## src/source/bridge_ctrl_pkg.sv

```systemverilog
// Synchronizer depth and reset levels of the asynchronous control inputs
`default_nettype none

package bridge_ctrl_pkg;

   // Flops per synchronizer chain
   localparam int unsigned SyncStages = 3;

   localparam logic FetchEnResetVal = 1'b0;
   localparam logic IrqResetVal     = 1'b0;

   // Outbound port comes up cut off
   localparam logic IsolateResetVal = 1'b1;

endpackage

`default_nettype wire

```

## src/source/bridge_bus_pkg.sv

```systemverilog
// Bus widths, lane constants and data types shared by the narrow and wide Wishbone stages
`default_nettype none

package bridge_bus_pkg;

   // Core-side bus
   localparam int unsigned NarrowDataWidth = 32;
   localparam int unsigned NarrowSelWidth  = 4;

   // Outbound bus
   localparam int unsigned WideDataWidth   = 64;
   localparam int unsigned WideSelWidth    = 8;

   // Byte address, same on both sides
   localparam int unsigned AddrWidth       = 32;

   // Two narrow lanes per wide word, picked by address bit 2
   localparam int unsigned NumLanes        = 2;
   localparam int unsigned LaneSelBit      = 2;

   typedef logic [NarrowDataWidth-1:0] narrow_data_t;

   typedef logic [WideSelWidth-1:0] wide_sel_t;

   // Whole word for the outbound bus, lane array for the upsizer
   // Lane 0 sits in bits 31:0
   typedef union packed {
      logic [WideDataWidth-1:0]          whole;
      narrow_data_t [NumLanes-1:0]       lanes;
   } wide_data_u;

endpackage

`default_nettype wire
```

## src/source/bus_bridge_top.sv

```systemverilog
// Top level of the host bus bridge, the DUT for the testbench and the integration point
`default_nettype none

module bus_bridge_top (
   input  wire                                        clk_i,
   input  wire                                        rst_n_i,
   // Asynchronous control
   input  wire                                        fetch_en_i,
   input  wire                                        irq_i,
   input  wire                                        isolate_i,
   output logic                                       fetch_en_o,
   output logic                                       irq_o,
   output logic                                       isolated_o,
   // Narrow slave port towards the core
   input  wire                                        nb_cyc_i,
   input  wire                                        nb_stb_i,
   input  wire                                        nb_we_i,
   input  wire  [bridge_bus_pkg::AddrWidth-1:0]       nb_adr_i,
   input  wire  bridge_bus_pkg::narrow_data_t         nb_dat_i,
   input  wire  [bridge_bus_pkg::NarrowSelWidth-1:0]  nb_sel_i,
   output bridge_bus_pkg::narrow_data_t               nb_dat_o,
   output logic                                       nb_ack_o,
   output logic                                       nb_err_o,
   // Outbound wide master port
   output logic                                       wb_cyc_o,
   output logic                                       wb_stb_o,
   output logic                                       wb_we_o,
   output logic [bridge_bus_pkg::AddrWidth-1:0]       wb_adr_o,
   output bridge_bus_pkg::wide_data_u                 wb_dat_o,
   output bridge_bus_pkg::wide_sel_t                  wb_sel_o,
   input  wire  bridge_bus_pkg::wide_data_u           wb_dat_i,
   input  wire                                        wb_ack_i,
   input  wire                                        wb_err_i
);

   logic                                  isolate_sync;

   // Internal wide link between the upsizer and the isolator
   logic                                  up_cyc;
   logic                                  up_stb;
   logic                                  up_we;
   logic [bridge_bus_pkg::AddrWidth-1:0]  up_adr;
   bridge_bus_pkg::wide_data_u            up_wdat;
   bridge_bus_pkg::wide_sel_t             up_sel;
   bridge_bus_pkg::wide_data_u            up_rdat;
   logic                                  up_ack;
   logic                                  up_err;

   ctrl_sync #(
      .Stages     ( bridge_ctrl_pkg::SyncStages )
   ) i_ctrl_sync (
      .clk_i      ( clk_i        ),
      .rst_n_i    ( rst_n_i      ),
      .fetch_en_i ( fetch_en_i   ),
      .irq_i      ( irq_i        ),
      .isolate_i  ( isolate_i    ),
      .fetch_en_o ( fetch_en_o   ),
      .irq_o      ( irq_o        ),
      .isolate_o  ( isolate_sync )
   );

   bus_upsizer i_bus_upsizer (
      .clk_i    ( clk_i    ),
      .rst_n_i  ( rst_n_i  ),
      .nb_cyc_i ( nb_cyc_i ),
      .nb_stb_i ( nb_stb_i ),
      .nb_we_i  ( nb_we_i  ),
      .nb_adr_i ( nb_adr_i ),
      .nb_dat_i ( nb_dat_i ),
      .nb_sel_i ( nb_sel_i ),
      .nb_dat_o ( nb_dat_o ),
      .nb_ack_o ( nb_ack_o ),
      .nb_err_o ( nb_err_o ),
      .wb_cyc_o ( up_cyc   ),
      .wb_stb_o ( up_stb   ),
      .wb_we_o  ( up_we    ),
      .wb_adr_o ( up_adr   ),
      .wb_dat_o ( up_wdat  ),
      .wb_sel_o ( up_sel   ),
      .wb_dat_i ( up_rdat  ),
      .wb_ack_i ( up_ack   ),
      .wb_err_i ( up_err   )
   );

   bus_isolator i_bus_isolator (
      .clk_i      ( clk_i        ),
      .rst_n_i    ( rst_n_i      ),
      .isolate_i  ( isolate_sync ),
      .up_cyc_i   ( up_cyc       ),
      .up_stb_i   ( up_stb       ),
      .up_we_i    ( up_we        ),
      .up_adr_i   ( up_adr       ),
      .up_dat_i   ( up_wdat      ),
      .up_sel_i   ( up_sel       ),
      .up_dat_o   ( up_rdat      ),
      .up_ack_o   ( up_ack       ),
      .up_err_o   ( up_err       ),
      .wb_cyc_o   ( wb_cyc_o     ),
      .wb_stb_o   ( wb_stb_o     ),
      .wb_we_o    ( wb_we_o      ),
      .wb_adr_o   ( wb_adr_o     ),
      .wb_dat_o   ( wb_dat_o     ),
      .wb_sel_o   ( wb_sel_o     ),
      .wb_dat_i   ( wb_dat_i     ),
      .wb_ack_i   ( wb_ack_i     ),
      .wb_err_i   ( wb_err_i     ),
      .isolated_o ( isolated_o   )
   );

endmodule

`default_nettype wire

```

## src/source/bus_isolator.sv

```systemverilog
// Wide Wishbone pass stage that drains, cuts off the outbound port and answers with error
`default_nettype none

module bus_isolator (
   input  wire                                   clk_i,
   input  wire                                   rst_n_i,
   input  wire                                   isolate_i,
   // Upstream link from the upsizer
   input  wire                                   up_cyc_i,
   input  wire                                   up_stb_i,
   input  wire                                   up_we_i,
   input  wire  [bridge_bus_pkg::AddrWidth-1:0]  up_adr_i,
   input  wire  bridge_bus_pkg::wide_data_u      up_dat_i,
   input  wire  bridge_bus_pkg::wide_sel_t       up_sel_i,
   output bridge_bus_pkg::wide_data_u            up_dat_o,
   output logic                                  up_ack_o,
   output logic                                  up_err_o,
   // Outbound link
   output logic                                  wb_cyc_o,
   output logic                                  wb_stb_o,
   output logic                                  wb_we_o,
   output logic [bridge_bus_pkg::AddrWidth-1:0]  wb_adr_o,
   output bridge_bus_pkg::wide_data_u            wb_dat_o,
   output bridge_bus_pkg::wide_sel_t             wb_sel_o,
   input  wire  bridge_bus_pkg::wide_data_u      wb_dat_i,
   input  wire                                   wb_ack_i,
   input  wire                                   wb_err_i,
   output logic                                  isolated_o
);

   logic iso_q;
   logic iso_d;
   logic term_err_q;
   logic draining;
   logic pass;

   // Open or draining both pass traffic, draining just waits for the cycle to end
   assign pass     = !iso_q;
   assign draining = pass && isolate_i;

   // State changes only between cycles
   always_comb begin
      if (iso_q) begin
         iso_d = isolate_i || up_cyc_i;
      end else begin
         iso_d = draining && !up_cyc_i;
      end
   end

   always_ff @(posedge clk_i) begin
      if (!rst_n_i) begin
         iso_q      <= 1'b1;
         term_err_q <= 1'b0;
      end else begin
         iso_q      <= iso_d;
         // One err pulse per terminated request
         term_err_q <= iso_q && up_cyc_i && up_stb_i && !term_err_q;
      end
   end

   assign isolated_o = iso_q ? isolate_i : (draining && !up_cyc_i);

   assign wb_cyc_o = pass && up_cyc_i;
   assign wb_stb_o = pass && up_stb_i;
   assign wb_we_o  = up_we_i;
   assign wb_adr_o = up_adr_i;
   assign wb_dat_o = up_dat_i;
   assign wb_sel_o = up_sel_i;

   assign up_dat_o = pass ? wb_dat_i : '0;
   assign up_ack_o = pass && wb_ack_i;
   assign up_err_o = pass ? wb_err_i : term_err_q;

   // Reported isolation means nothing reaches the outbound port
   a_no_cyc_isolated : assert property (
      @(posedge clk_i) disable iff (!rst_n_i) isolated_o |-> !wb_cyc_o
   );

endmodule

`default_nettype wire

```

## src/source/bus_upsizer.sv

```systemverilog
// Registered 32-to-64-bit Wishbone classic stage that places write lanes and picks read lanes
`default_nettype none

module bus_upsizer (
   input  wire                                        clk_i,
   input  wire                                        rst_n_i,
   // Narrow slave side
   input  wire                                        nb_cyc_i,
   input  wire                                        nb_stb_i,
   input  wire                                        nb_we_i,
   input  wire  [bridge_bus_pkg::AddrWidth-1:0]       nb_adr_i,
   input  wire  bridge_bus_pkg::narrow_data_t         nb_dat_i,
   input  wire  [bridge_bus_pkg::NarrowSelWidth-1:0]  nb_sel_i,
   output bridge_bus_pkg::narrow_data_t               nb_dat_o,
   output logic                                       nb_ack_o,
   output logic                                       nb_err_o,
   // Wide master side
   output logic                                       wb_cyc_o,
   output logic                                       wb_stb_o,
   output logic                                       wb_we_o,
   output logic [bridge_bus_pkg::AddrWidth-1:0]       wb_adr_o,
   output bridge_bus_pkg::wide_data_u                 wb_dat_o,
   output bridge_bus_pkg::wide_sel_t                  wb_sel_o,
   input  wire  bridge_bus_pkg::wide_data_u           wb_dat_i,
   input  wire                                        wb_ack_i,
   input  wire                                        wb_err_i
);

   logic                                  busy_q;
   logic                                  ack_q;
   logic                                  err_q;
   logic                                  we_q;
   logic                                  lane_q;
   logic [bridge_bus_pkg::AddrWidth-1:0]  adr_q;
   bridge_bus_pkg::wide_data_u            dat_q;
   bridge_bus_pkg::wide_sel_t             sel_q;
   bridge_bus_pkg::narrow_data_t          rdat_q;

   logic                                  idle;
   logic                                  start;
   logic                                  rsp;
   logic                                  lane_d;
   bridge_bus_pkg::wide_data_u            dat_d;
   bridge_bus_pkg::wide_sel_t             sel_d;

   // Idle only once the narrow response has been seen, so a held stb is not taken twice
   assign idle   = !busy_q && !ack_q && !err_q;
   assign start  = idle && nb_cyc_i && nb_stb_i;
   assign rsp    = busy_q && (wb_ack_i || wb_err_i);
   assign lane_d = nb_adr_i[bridge_bus_pkg::LaneSelBit];

   // Lane placement, the unused lane and its selects stay 0
   always_comb begin
      dat_d = '0;
      sel_d = '0;
      dat_d.lanes[lane_d] = nb_dat_i;
      sel_d[lane_d*bridge_bus_pkg::NarrowSelWidth +: bridge_bus_pkg::NarrowSelWidth] = nb_sel_i;
   end

   always_ff @(posedge clk_i) begin
      if (!rst_n_i) begin
         busy_q <= 1'b0;
         ack_q  <= 1'b0;
         err_q  <= 1'b0;
      end else begin
         ack_q <= rsp && wb_ack_i;
         err_q <= rsp && wb_err_i;
         if (start) begin
            busy_q <= 1'b1;
         end else if (rsp) begin
            busy_q <= 1'b0;
         end
      end
   end

   // Request and read data
   always_ff @(posedge clk_i) begin
      if (start) begin
         we_q   <= nb_we_i;
         lane_q <= lane_d;
         adr_q  <= {nb_adr_i[bridge_bus_pkg::AddrWidth-1:bridge_bus_pkg::LaneSelBit+1],
                    {(bridge_bus_pkg::LaneSelBit+1){1'b0}}};
         dat_q  <= dat_d;
         sel_q  <= sel_d;
      end
      if (rsp) begin
         rdat_q <= wb_dat_i.lanes[lane_q];
      end
   end

   assign nb_dat_o = rdat_q;
   assign nb_ack_o = ack_q;
   assign nb_err_o = err_q;

   // Single transfer per cycle, so stb tracks cyc
   assign wb_cyc_o = busy_q;
   assign wb_stb_o = busy_q;
   assign wb_we_o  = we_q;
   assign wb_adr_o = adr_q;
   assign wb_dat_o = dat_q;
   assign wb_sel_o = sel_q;

   // Downstream must never answer with ack and err together
   a_ack_err_onehot : assert property (
      @(posedge clk_i) disable iff (!rst_n_i) !(nb_ack_o && nb_err_o)
   );

   a_stb_in_cyc : assert property (
      @(posedge clk_i) disable iff (!rst_n_i) wb_stb_o |-> wb_cyc_o
   );

endmodule

`default_nettype wire

```

## src/source/ctrl_sync.sv

```systemverilog
// Synchronizer bank that brings fetch enable, interrupt and isolate into the clk_i domain
`default_nettype none

module ctrl_sync #(
   parameter int unsigned Stages = bridge_ctrl_pkg::SyncStages
) (
   input  wire  clk_i,
   input  wire  rst_n_i,
   input  wire  fetch_en_i,
   input  wire  irq_i,
   input  wire  isolate_i,
   output logic fetch_en_o,
   output logic irq_o,
   output logic isolate_o
);

   // Bit 0 fetch enable, bit 1 interrupt, bit 2 isolate
   logic [Stages-1:0][2:0]  sync_q;

   always_ff @(posedge clk_i) begin
      if (!rst_n_i) begin
         sync_q <= {Stages{bridge_ctrl_pkg::IsolateResetVal,
                           bridge_ctrl_pkg::IrqResetVal,
                           bridge_ctrl_pkg::FetchEnResetVal}};
      end else begin
         sync_q <= {sync_q[Stages-2:0], {isolate_i, irq_i, fetch_en_i}};
      end
   end

   assign fetch_en_o = sync_q[Stages-1][0];
   assign irq_o      = sync_q[Stages-1][1];
   assign isolate_o  = sync_q[Stages-1][2];

   // Bridge must start out isolated
   a_isolate_after_reset : assert property (
      @(posedge clk_i) $rose(rst_n_i) |-> isolate_o
   );

endmodule

`default_nettype wire

```

## config.mk

```make
export PLATFORM = sky130hd
export DESIGN_NAME = bus_bridge_top
export DESIGN_NICKNAME = d
export VERILOG_FILES = /design/src/source/bridge_ctrl_pkg.sv /design/src/source/bridge_bus_pkg.sv /design/src/source/bus_bridge_top.sv /design/src/source/bus_isolator.sv /design/src/source/bus_upsizer.sv /design/src/source/ctrl_sync.sv
export SDC_FILE = /design/constraint.sdc
export NUM_CORES = 1
export LEC_CHECK = 0
export BUFFER_PORTS_ARGS = -buffer_cell sky130_fd_sc_hd__buf_2
export CAP_MARGIN = 15
export CORE_UTILIZATION = 45
export DETAILED_ROUTE_END_ITERATION = 8
export PLACE_DENSITY = 0.88
export SYNTH_ARGS = -nofsm -noshare
export SYNTH_HDL_FRONTEND = slang
export SYNTH_SLANG_ARGS = --single-unit
```

## constraint.sdc

```tcl
create_clock -name clk_i -period 7.4 [get_ports clk_i]
set_input_delay 0.37 -clock clk_i [delete_from_list [all_inputs] [get_ports clk_i]]
set_output_delay 0.37 -clock clk_i [all_outputs]
set_load 0.005 [all_outputs]
```

# Word-level counts from Yosys, hierarchy flattened
# Cells that the tools add are included.
[word_totals] ff_bits=149 word_cells=55
[classes] addsub=1 n_lt_le_gt_ge=3 n_shift=2 muxes=10 bitwise=2 n_reduce_logical=23
[ops] operator="two-way mux 32 bit" count=3
[ops] operator="AND 64 bit" count=1
[ops] operator="two-way mux 64 bit" count=1
[ops] operator="negation 3 -> 34 bit" count=1
[ops] operator="variable shift 4 x 34 -> 8 bit, first input constant" count=1
[ops] operator="variable part select 4 x 34 -> 8 bit" count=1
[ops] operator="demux 32 bit (select 1 bit)" count=1
[ops] operator="logical AND 1 bit" count=15
[ops] operator="AND 8 bit" count=1
[ops] operator="zero test 1 bit" count=5
[ops] operator="two-way mux 1 bit" count=5
[ops] operator="less-than comparator 1 x 2 -> 1 bit, second input constant" count=2
[ops] operator="logical OR 1 bit" count=2
[ops] operator="nonzero test 2 bit" count=1
[ops] operator=">= comparator 1 bit, second input constant" count=1

# Depth between registers and ports, before layout
[depth] ltp_word=6 mapped_depth=4 depth_no_buf=3

# Modules after synthesis
# From an unflattened synthesis, not the netlist that was laid out.
[hier_totals] hier_cells=472 area_unflattened_um2=6815.3
[by_module_without_submodules] mod="bus_upsizer" n_inst=1 cells_each=266 area_per_inst_um2=5233.8 seq_area_each_um2=4113.9
[by_module_without_submodules] mod="bus_isolator" n_inst=1 cells_each=188 area_per_inst_um2=1345.0 seq_area_each_um2=40.0
[by_module_without_submodules] mod="ctrl_sync" n_inst=1 cells_each=18 area_per_inst_um2=236.5 seq_area_each_um2=180.2

# Least setup slack after synthesis
# OpenSTA, ideal clock, no wires.
[synth_timing] path_type="flip-flop to flip-flop" startpoint="register i_bus_upsizer.busy_q, in the netlist i_bus_upsizer.wb_cyc_o" endpoint="register i_bus_upsizer.lane_q, enable pin" t_arrival_ps=6031 t_required_ps=6777 setup_slack_ps=746 stages_incl_launch_ff=2 path_buffers=0 period_less_slack_ps=6654 cell_sequence="dfxtp_1 -> nor4_2"
[synth_via] elab_chain_cells=5
[synth_lines] item="start, declared" line="bus_upsizer.sv:29" rtl="logic busy_q;"
[synth_lines] item="start signal, assigned" line="bus_upsizer.sv:62" rtl="busy_q <= 1'b0;"
[synth_lines] item="start signal, assigned" line="bus_upsizer.sv:69" rtl="busy_q <= 1'b1;"
[synth_lines] item="start signal, assigned" line="bus_upsizer.sv:71" rtl="busy_q <= 1'b0;"
[synth_lines] item="zero test 1 bit" line="bus_upsizer.sv:47" rtl="assign idle = !busy_q && !ack_q && !err_q;"
[synth_lines] item="logical AND 1 bit (2 in series)" line="bus_upsizer.sv:47"
[synth_lines] item="logical AND 1 bit (2 in series)" line="bus_upsizer.sv:48" rtl="assign start = idle && nb_cyc_i && nb_stb_i;"
[synth_lines] item="net i_bus_upsizer.start" line="bus_upsizer.sv:40" rtl="logic start;"
[synth_lines] item="end signal, assigned" line="bus_upsizer.sv:80" rtl="lane_q <= lane_d;"
[synth_lines] item="end, declared" line="bus_upsizer.sv:33" rtl="logic lane_q;"
# The timed path passes the listed nets, and every way through them passes these cells.
# A chain may end at the register's enable or synchronous reset.

# Final worst setup path
[layout_timing] startpoint="register i_bus_upsizer.busy_q, in the netlist i_bus_upsizer.wb_cyc_o" endpoint="register i_bus_upsizer.dat_q, in the netlist i_bus_upsizer.wb_dat_o[24], enable pin"
[layout_via] elab_chain_cells=5
[layout_lines] item="zero test 1 bit" line="bus_upsizer.sv:47"
[layout_lines] item="logical AND 1 bit (2 in series)" line="bus_upsizer.sv:47"
[layout_lines] item="logical AND 1 bit (2 in series)" line="bus_upsizer.sv:48"
[layout_lines] item="net i_bus_upsizer.start" line="bus_upsizer.sv:40"
[layout_lines] item="end signal, assigned" line="bus_upsizer.sv:83" rtl="dat_q <= dat_d;"
[layout_lines] item="end, declared" line="bus_upsizer.sv:35" rtl="bridge_bus_pkg::wide_data_u dat_q;"
# The timed path passes the listed nets, and every way through them passes these cells.

==> run_results.csv <==
group,metric,value,unit
yosys,synth-simple-area-share,0.129,
grt,track_usage,0.188,
detailed_routing,wire_per_inst,15.6,um
grt,antenna_found_initial,1,
grt,overflow,0,
yosys,synth_top_family_by_area,"simple AND/OR/NAND/NOR gates",
yosys,ys_seq_elements,149,
yosys,synth_area_leaders,"edfxtp_1 (73%), mux2i_1 (6.0%), dfxtp_1 (5.1%)",
critical_path,criticalPathCategory,"reg2reg",
yosys,yosysTopAreaCell,"edfxtp_1",
detailed_routing,dr_total_vias,3685,
sta,tns,0,ns
pwr,switchingPower,391,uW
sta,hold_viol,0,
sta,worstMarginPinSlew,1.02,ns
sta,maxSlewViolCount,0,
sta,max_freq,0.438,GHz
sta,fin_crit,2.28,ns
layout,multi_input_area,1090,sq um
worst_hold_path,holdCritPathClass,"in2reg",
placed_design,port_buffers,280,
critical_path,arrival,2.32,ns
yosys,avgSynthCellArea,16.7,sq um
sta,rsz0062_at_grt,"no",
pwr,power_frac_comb,0.065,
yosys,synth_xor_area_frac,0,
floorplan,dieArea,12700,sq um
clock_network,tritoncts,"done",
clock_network,cts_hold_buffers,0,
critical_path,worst_path_most_repeated_cell,"buf_4",
detailed_routing,drt-initial-drc-count,225,
sta,slew_headroom,0.318,
layout,fill_cells,861,
pwr,fin_total_pwr,1.97,mW
layout,register_area,4330,sq um
pwr,switching_share,0.199,
clock_network,cts_setup_buffers,0,
pwr,peakVddDrop,0.000194,V
detailed_routing,drc,0,
layout,antenna_cells,0,
critical_path,slowest_stage,"buf_4",
sta,finalSetupViolCount,0,
worst_hold_path,hp-start,"nb_adr_i[3]",
critical_path,cp-end-kind,"register",
detailed_routing,via_per_inst,4.75,
clock_network,numCtsBuffers,17,
placed_design,gp_congestion,0.750,
critical_path,startpoint_type,"register",
critical_path,cp_slowest_stage_delay,0.80,ns
sta,post-route-period-util,0.309,
grt,grt_max_degree,79,
run_status,outcome,"finished clean",
critical_path,crit_end,"i_bus_upsizer.wb_dat_o[24]$_DFFE_PP_",
clock_network,insertion_delay,0.41,ns
floorplan,initial_core_util,0.461,
floorplan,dieHeight,113,um
layout,syn2layout_area_growth,38.8,%
grt,grt_pass1_wl,17800,um
yosys,synth_compound_area_frac,0.00362,
sta,whs,0.132,ns
yosys,synth_cell_types,21,
detailed_routing,ant_nets,0,
critical_path,crit_chain,"nor4_4, buf_4, buf_4",
placed_design,dp_hpwl,8720,um
floorplan,row_count,40,
pwr,p_clk_frac,0.446,
pwr,power.internal,1.58,mW
yosys,synth_top_area_frac,0.733,
critical_path,cp_data_required_time,7.43,ns
clock_network,clock-sinks,149,
critical_path,crit-reg2reg-launch,"i_bus_upsizer.wb_cyc_o$_SDFFE_PN0P_",
layout,drive_gt1_frac,0.509,
clock_network,cts_resized,0,
critical_path,critPathLaunch,"i_bus_upsizer.wb_cyc_o$_SDFFE_PN0P_",
flow_run,cap_violations,0,
floorplan,io-pin-count,286,
critical_path,r2r-end,"i_bus_upsizer.wb_dat_o[24]$_DFFE_PP_",
critical_path,rr_worst_depth,3,
detailed_routing,routed_wirelength,12100,um
sta,finalClockSkew,0.00383,ns
detailed_routing,firstDrtPassIters,4,
clock_network,clk_pin_slew_worst_paths,0.06,ns
pwr,p_seq_frac,0.489,
clock_network,clk_path_buf_depth,2,
critical_path,rrSetupSlack,5.12,ns
yosys,syn_area,5530,sq um
clock_network,h-tree-depth,4,
pwr,p_leak,3.33,nW
floorplan,core_area,12000,sq um
yosys,synth_mux_area_frac,0.0597,
yosys,ys_warn_count,0,
clock_network,cts_root_buffer,"clkbuf_16",
critical_path,critical_path_peak_fanout,78,
yosys,yosysSeqAreaShare,0.784,
yosys,synth_cells,331,
yosys,synth_fa_ha_area_frac,0,
layout,fin_nets,759,
pwr,powerDensity,257,nW/um^2
floorplan,die_w,113,um
grt,first_global_vias,3716,
==> cells by family (layout without fill, tap and decap cells) <==
| group | Yosys count | after routing |
|---|---|---|
| other | 1 | 3 |
| AOI/OAI and AO/OA | 3 | 3 |
| and+or+nand+nor | 125 | 125 |
| muxes | 33 | 33 |
| buffers and inverters | 20 | 316 |
| DFF | 149 | 149 |
==> sequential cells by signal, summed over array words and instances, names as in the netlist, named ones only <==
name                       cells
i_bus_upsizer.nb_err_o         1
i_ctrl_sync.sync_q             6
i_ctrl_sync.isolate_o          1
i_bus_isolator.term_err_q      1
i_bus_upsizer.wb_adr_o        29
i_bus_upsizer.wb_sel_o         8
i_ctrl_sync.fetch_en_o         1
i_ctrl_sync.irq_o              1
i_bus_upsizer.nb_dat_o        32
i_bus_upsizer.wb_dat_o        64
i_bus_upsizer.nb_ack_o         1
i_bus_upsizer.wb_cyc_o         1
i_bus_upsizer.lane_q           1
i_bus_upsizer.wb_we_o          1
==> placed cells by master, fill, tap and decap left out <==
| cell | n |
|---|---|
| nor2_1 | 34 |
| nor2b_1 | 37 |
| conb_1 | 3 |
| bufinv_16 | 4 |
| clkinv_2 | 4 |
| dfxtp_1 | 14 |
| nand2b_1 | 3 |
| mux2i_1 | 33 |
| and2_1 | 42 |
| clkbuf_16 | 17 |
| o21a_1 | 2 |
| and3_1 | 2 |
| buf_16 | 1 |
| edfxtp_1 | 135 |
| clkinv_1 | 1 |
| clkinv_4 | 2 |
| inv_6 | 1 |
| nor3_2 | 1 |
| nor4_4 | 1 |
| nor2b_4 | 1 |
| buf_2 | 280 |
| nand2_1 | 2 |
| o21ai_0 | 1 |
| nor3b_2 | 1 |
| nor2b_2 | 1 |
| clkinvlp_4 | 2 |
| buf_4 | 4 |
==> per-stage QoR <==
stage               worst slack [ns]   util  cells  area [sq um]
floorplan                      0.746      -    333          5540
CTS                             4.98  0.637    775          7650
global placement                5.15  0.586    744          7040
finish                          5.12  0.639    776          7680
global route                    4.98  0.639    776          7680
detailed placement              5.09  0.586    744          7040
==> critical path, delay by kind of cell, from the launching register on <==
| family | cells | cell delay (ns) |
|---|---|---|
| buffers and inverters | 2 | 1.18 |
| flip-flops | 1 | 0.38 |
| AND/OR/NAND/NOR | 1 | 0.28 |
==> power by group through the flow <==
stage          sequential [mW]  clock [mW]  combinational, mW
5_1_grt                  0.966       0.931              0.141
4_1_cts                  0.964       0.899              0.129
3_5_place_dp             0.981           0              0.129
3_3_place_gp             0.979           0              0.123
6_report                 0.963       0.878              0.129
2_1_floorplan            0.989           0             0.0495
==> Yosys cell counts <==
master / count
and2_1: 42
and3_1: 2
buf_2: 5
buf_4: 5
buf_6: 4
clkbuf_1: 6
conb_1: 1
dfxtp_1: 14
edfxtp_1: 135
mux2i_1: 33
nand2_1: 2
nand2b_1: 3
nor2_1: 34
nor2b_1: 37
nor2b_2: 1
nor2b_4: 1
nor3_2: 1
nor3b_1: 1
nor4_2: 1
o21a_1: 2
o21ai_0: 1
==> how the worst min path moves through the flow <==
stage / cells after the start / slack [ns] / to
floorplan: 1 / 0.39 / i_ctrl_sync.isolate_o$_SDFF_PN1_
global placement: 1 / 0.39 / i_ctrl_sync.isolate_o$_SDFF_PN1_
detailed placement: 1 / 0.40 / i_ctrl_sync.sync_q[5]$_SDFF_PN1_
CTS: 1 / 0.11 / i_bus_upsizer.wb_adr_o[25]$_DFFE_PP_
global route: 1 / 0.10 / i_bus_upsizer.wb_adr_o[29]$_DFFE_PP_
finish: 1 / 0.13 / i_bus_upsizer.wb_adr_o[3]$_DFFE_PP_
==> routing by layer <==
layer,GRT usage,share of wire
met5,0,0.0014
met4,0.0833,0.025
met3,0.104,0.11
met2,0.322,0.50
met1,0.189,0.36
==> area by class of cell <==
cell class                 count  share of cell area
clock buffer                  17              0.0554
clock inverter                14              0.0241
multi-input combinational    164               0.142
sequential                   149               0.565
tap                          147              0.0240
timing repair buffer         285               0.190
(Power assumes the default switching activity.)
